**src/tiny16_pkg.sv**
```systemverilog
package tiny16_pkg;

    typedef logic [15:0] word_t;
    typedef logic [3:0]  reg_idx_t;
    typedef logic [3:0]  opcode_t;
    typedef logic [3:0]  alu_op_t;

    // Opcodes in bits 15 to 12, anything above OP_RETI is illegal
    localparam opcode_t OP_NOP  = 4'h0;
    localparam opcode_t OP_LDI  = 4'h1;
    localparam opcode_t OP_ALU  = 4'h2;
    localparam opcode_t OP_LD   = 4'h3;
    localparam opcode_t OP_ST   = 4'h4;
    localparam opcode_t OP_BR   = 4'h5;
    localparam opcode_t OP_JMP  = 4'h6;
    localparam opcode_t OP_HLT  = 4'h7;
    localparam opcode_t OP_RETI = 4'h8;

    localparam alu_op_t ALU_ADD = 4'h0;
    localparam alu_op_t ALU_SUB = 4'h1;
    localparam alu_op_t ALU_AND = 4'h2;
    localparam alu_op_t ALU_OR  = 4'h3;
    localparam alu_op_t ALU_XOR = 4'h4;
    localparam alu_op_t ALU_SHL = 4'h5;
    localparam alu_op_t ALU_SHR = 4'h6;
    localparam alu_op_t ALU_MUL = 4'h7;

    typedef enum logic [2:0] {
        IDLE,
        FETCH,
        DECODE,
        EXEC,
        MEM_WAIT,
        HALTED
    } core_state_t;

    typedef struct packed {
        word_t addr;
        word_t wdata;
        logic  rd;
        logic  wr;
    } mem_req_t;

    typedef struct packed {
        word_t rdata;
        logic  ready;
    } mem_rsp_t;

    // Register offsets, taken from paddr[3:2]
    localparam logic [1:0] REG_CTRL   = 2'd0;
    localparam logic [1:0] REG_START  = 2'd1;
    localparam logic [1:0] REG_STATUS = 2'd2;
    localparam logic [1:0] REG_IRQ    = 2'd3;

endpackage
```
**src/tiny16_ctrl_regs.sv**
```systemverilog
`timescale 1ns/10ps
module tiny16_ctrl_regs #(
    parameter int MEM_WORDS = 1024
) (
    input  logic                 clk,
    input  logic                 reset,
    input  logic                 psel,
    input  logic                 penable,
    input  logic                 pwrite,
    input  tiny16_pkg::word_t    paddr,
    input  tiny16_pkg::word_t    pwdata,
    output tiny16_pkg::word_t    prdata,
    output logic                 pready,
    output logic                 pslverr,
    output logic                 run,
    output tiny16_pkg::word_t    start_pc,
    output logic                 irq,
    input  logic                 irq_ack,
    input  logic                 running,
    input  logic                 halted,
    input  logic                 error,
    input  logic                 in_irq,
    output tiny16_pkg::mem_req_t dbg_req,
    input  tiny16_pkg::mem_rsp_t dbg_rsp
);
    import tiny16_pkg::*;

    localparam int AW = $clog2(MEM_WORDS);

    logic       win, access, bad_off, reg_wr, dbg_active;
    logic [1:0] offset;
    word_t      status, reg_rdata, win_addr;

    assign win      = paddr[12]; // Memory window
    assign access   = psel & penable;
    assign offset   = paddr[3:2];
    assign bad_off  = (paddr[11:4] != '0);
    assign reg_wr   = access & pwrite & ~win & ~bad_off;
    assign win_addr = word_t'(paddr[AW+1:2]);
    assign status   = {12'h000, in_irq, error, halted, running};

    always_comb begin
        case (offset)
            REG_CTRL:   reg_rdata = {15'h0000, run};
            REG_START:  reg_rdata = start_pc;
            REG_STATUS: reg_rdata = status;
            default:    reg_rdata = {15'h0000, irq};
        endcase
    end

    assign prdata  = win ? dbg_rsp.rdata : reg_rdata;
    assign pready  = access & (~win | dbg_rsp.ready);
    assign pslverr = access & ~win & bad_off;

    always_ff @(posedge clk) begin
        if (!reset) begin
            run        <= 1'b0;
            start_pc   <= '0;
            irq        <= 1'b0;
            dbg_active <= 1'b0;
        end else begin
            if (reg_wr && offset == REG_CTRL) begin
                run <= pwdata[0];
            end
            if (reg_wr && offset == REG_START) begin
                start_pc <= pwdata;
            end
            // A new request in the same cycle as the ack is kept
            if (irq_ack) begin
                irq <= 1'b0;
            end
            if (reg_wr && offset == REG_IRQ && pwdata[0]) begin
                irq <= 1'b1;
            end
            if (dbg_rsp.ready) begin
                dbg_active <= 1'b0;
            end else if (access & win) begin
                dbg_active <= 1'b1;
            end
        end
    end

    always_comb begin
        dbg_req.addr  = win_addr;
        dbg_req.wdata = pwdata;
        dbg_req.rd    = dbg_active & ~pwrite;
        dbg_req.wr    = dbg_active & pwrite;
    end

endmodule

```
**config.mk**
```make
export PLATFORM = sky130hd
export DESIGN_NAME = tiny16_ctrl_regs
export DESIGN_NICKNAME = d
export VERILOG_FILES = /design/src/tiny16_pkg.sv /design/src/tiny16_ctrl_regs.sv
export SDC_FILE = /design/constraint.sdc
export NUM_CORES = 1
export LEC_CHECK = 0
export ABC_AREA = 0
export BUFFER_PORTS_ARGS = -buffer_cell sky130_fd_sc_hd__buf_4
export CAP_MARGIN = 20
export CORE_MARGIN = 2
export CORE_UTILIZATION = 39
export DETAILED_ROUTE_END_ITERATION = 8
export PLACE_DENSITY = 0.82
export SYNTH_ARGS = -nofsm -noshare
export SYNTH_HDL_FRONTEND = slang
export SYNTH_SLANG_ARGS = --single-unit
```
**constraint.sdc**
```tcl
create_clock -name clk -period 3.5 [get_ports clk]
set_clock_uncertainty 0.15 [all_clocks]
set_input_delay 0.175 -clock clk [delete_from_list [all_inputs] [get_ports clk]]
set_output_delay 0.175 -clock clk [all_outputs]
set_load 0.01 [all_outputs]
```
---- Word level (Yosys, flattened, before mapping) ----
Index checks and enable logic that the tools add are counted.
word-level totals
  register bits after elaboration ......... 19
  input bits .............................. 59
cells by class
  eq/ne operators ......................... 3
  bitwise gates (word level) .............. 15
  multiplexer cells ....................... 4
  reduce and logical (&&, ||, !) cells .... 8
operator list
  kind                count
  $pmux 16 s3         1
  $mux 16             1
  $and 1x1->1         10
  $reduce_bool 8->1   1
  $eq 2x2->1 const B  2
  $logic_and 1x1->1   4
  $not 1->1           4
  $eq 2x1->1 const B  1
  $logic_not 2->1     1
  $mux 1              2
  $reduce_bool 2->1   1
  $reduce_or 2->1     1
  $or 1x1->1          1

---- Longest topological paths before layout ----
  depth after elaboration ................. 7
  mapped depth ............................ 5

---- Least setup slack after synthesis ----
Ideal clock, no wire load.
  kind .................................... input -> register
  from .................................... input paddr[5]
  to ...................................... register start_pc[0]
  stages on the path ...................... 4
  arrival time ............................ 1,653 ps
  slack ................................... 1,625 ps
  path buffers ............................ 1
  cell sequence ........................... or4_4 > nor4_4 > buf_6 > mux2i_1
between the ends
  word-level cells in the longest chain between the ends .. 4
RTL lines
  element               RTL line                text
  start, declared       tiny16_ctrl_regs.sv:10  input tiny16_pkg::word_t paddr,
  $reduce_bool 8->1     tiny16_ctrl_regs.sv:37  assign bad_off = (paddr[11:4] != '0);
  $not 1->1             tiny16_ctrl_regs.sv:38  assign reg_wr = access & pwrite & ~win & ~bad_off;
  $and 1x1->1           tiny16_ctrl_regs.sv:38
  $logic_and 1x1->1     tiny16_ctrl_regs.sv:65  if (reg_wr && offset == REG_START) begin
  end signal, assigned  tiny16_ctrl_regs.sv:66  start_pc <= pwdata;
  end, declared         tiny16_ctrl_regs.sv:16  output tiny16_pkg::word_t start_pc,
No other way between the ends.
A chain may end at the register's enable or synchronous reset.

---- Final worst setup path ----
  from .................................... input paddr[5]
  to ...................................... register start_pc[2]
The elaborated chain is that of the path after synthesis.

==> reports/results.ini <==
[global_routing]
antenna_found_initial=0
grt_overflow_total=0
grt_pass1_vias=1397
grt_max_degree=36
grt_first_pass_wirelength_microns=6480
grt_usage_pct=19.8

[timing]
setup_slack_ns=1.48
fmax_mhz=494
final-hold-violation-count=0
setup_viol=0
fin_tns_setup_ns=0
holdWs_ns=0.0345
fin_crit_sh_pct=57.8
rsz0062_at_grt=no
fin_crit_ns=2.02
worst_slew_pin_slew_ns=0.779
slew_headroom_pct=47.7
slew_violations=0

[pwr]
p_total_mw=0.490
p_per_area_nw_per_um2=220
p_leak_nw=1.05
ir_drop_v=0.000182

[yosys]
async_reset_ff_share_pct=0
ys_top_cells_by_area=dfxtp_1 28%, buf_4 18%, nand2_1 17%
ys.flop_type=dfxtp_1
netlist_top_cells_count=61 x nand2_1, 32 x buf_4, 19 x dfxtp_1, 17 x mux2i_1, 15 x o21ai_0
ys_seq_area_share_pct=28.1
synth_top_family_by_area=simple AND/OR/NAND/NOR gates
synth_edf_count=0
synthesis.area_sq_um=1350
synth_xor_area_share_pct=0
ys.warnings.count=0
post_synth_and_or_nand_nor_area_fraction_pct=26.5
ys_types=27
muxShareOfSynthArea_pct=15.1
synth_top_area_cell=dfxtp_1
synthCells=181
yosysMostFrequentCell=nand2_1
synth_top_area_share_pct=28.1
synth_adder_area_share_pct=0
synth_compound_area_share_pct=8.60
avgSynthCellArea_sq_um=7.47
synth.ff_latch_count=19

[route]
wl_microns=3900
drt-pass1-iter-count=4
vias=1490
wl_per_cell_microns=11.9
route.detailed.drc=0
drt-initial-drc-count=54
antenna_left=0
vias_per_cell=4.53

[critical_path]
worst_path_max_delay_cell=nor4_4
r2r_end=irq
reg2reg_depth=2
cp.depth=5
cp_cell_sequence=buf_4 > or4_4 > nor4_4 > buf_4 > mux2i_1
cp-start-kind=input pin
crit_family=simple AND/OR/NAND/NOR gates
reg2reg_slack_ns=2.63
cp_max_fo=9
max_stage_delay_ns=0.72
required_ns=3.58
path_common_cell=buf_4
worst_setup_path_end_kind=register
cp.buffers_inverters=2
worstSetupStartpoint=paddr[5]
reg2reg_from=irq
worst-endpoint-arrival_ns=2.10
critPathCapture=start_pc[2]
criticalPathCategory=input pin to register

[clock_network]
cts_tree=built
cts_root_buf=clkbuf_4
cts_max_path_buffers=2
cts_sinks=19
htreeDepth=1
post_cts_buffers=0
clk_latency_ns=0.29
cts_buffers=3
path_clk_slew_ns=0.11

[status]
status=complete, no violations

[flow_run]
maxCapViolations=0

[floorplan]
chipWidth_microns=62.9
fp-row-count=21
die_area_sq_um=3960
initial_core_util_pct=40.5
die_y_microns=62.9
ios=129
fp.coreArea_sq_um=3340

[layout]
drive_gt1_share_pct=45.2
fill_cells=305
n_antenna_cell=0
seq_area_sq_um=380
multiInputGateArea_sq_um=702
syn_to_final_growth_pct=64.5
nNetsFinal=343

[placement]
port_buffers=117
routabilityCongestion=0.790
hpwlAfterDp_microns=2880
place_ws_ns=1.14

[hold_path]
hp-class=input pin to register

## worst min path at each step
stage | from | end | slack (ns) | cells past startpoint
5_1_grt | pwdata[0] | run | 0.02 | 3
4_1_cts | pwdata[0] | run | 0.02 | 3
2_1_floorplan | dbg_rsp[0] | dbg_active | 0.10 | 1
6_report | pwdata[0] | run | 0.03 | 3
3_5_place_dp | dbg_rsp[0] | dbg_active | 0.20 | 2
3_3_place_gp | dbg_rsp[0] | dbg_active | 0.20 | 2
## cell type report
class,instances,share of cell area (%)
clock inverter,1,0.225
sequential,19,17.1
clock buffer,3,1.01
inverter,1,0.169
timing repair buffer,135,47.4
multi-input combinational,124,31.6
tap,46,2.59
## power by group
| part | switching [mW] | leakage (nW) | internal (mW) |
|---|---|---|---|
| clock | 0.0685 | 0.0177 | 0.0424 |
| sequential | 0.000149 | 0.153 | 0.216 |
| combinational | 0.0690 | 0.878 | 0.0933 |
| total | 0.138 | 1.05 | 0.352 |
## logic make-up (layout without fill, tap and decap cells)
family | after synthesis | after routing
AND/OR/NAND/NOR | 78 | 78
buffers and inverters | 43 | 140
AO/OA/AOI/OAI | 21 | 21
multiplexers | 19 | 19
flip-flops | 19 | 19
other | 1 | 6
## sequential cells by signal, indices dropped and copies added, names as in the netlist
name        cells
dbg_active      1
start_pc       16
run             1
irq             1
## timing repair
action                                  4_1_cts  5_1_grt
hold buffers                                 16        0
gates resized for setup                       0        0
endpoints found under the hold margin        16        0
endpoints found under the setup margin        0        0
## routing by layer
| layer | vias up | track usage (%) | wire (microns) |
|---|---|---|---|
| met5 | - | 0 | 0 |
| met4 | 0 | 4.17 | 37 |
| met3 | 4 | 5.05 | 287 |
| met2 | 65 | 35.8 | 2020 |
| met1 | 662 | 23.3 | 1550 |
| li1 | 759 | - | - |
## tightest hold or removal path, cell delays in order
cell and delay [ns]:
buf_4 0.12, nand2_1 0.07, mux2i_1 0.07
## layout by cell type (no fill, tap or decap), types with 2 or more instances in the layout
master / count
clkbuf_4: 3
or4_4: 2
nor2b_1: 4
buf_4: 119
nand2_1: 61
nor2_1: 2
mux2i_1: 17
o21ai_0: 15
conb_1: 6
dfxtp_1: 19
a22oi_1: 3
dlygate4sd3_1: 16
## per-stage QoR
step                instances  cell area [sq um]  utilization (%)
floorplan                 186               1370                -
global placement          309               2040             61.0
detailed placement        309               2040             61.0
CTS                       329               2220             66.7
global route              329               2220             66.7
finish                    329               2220             66.7
No activity file was read; power rests on OpenSTA's default activity.
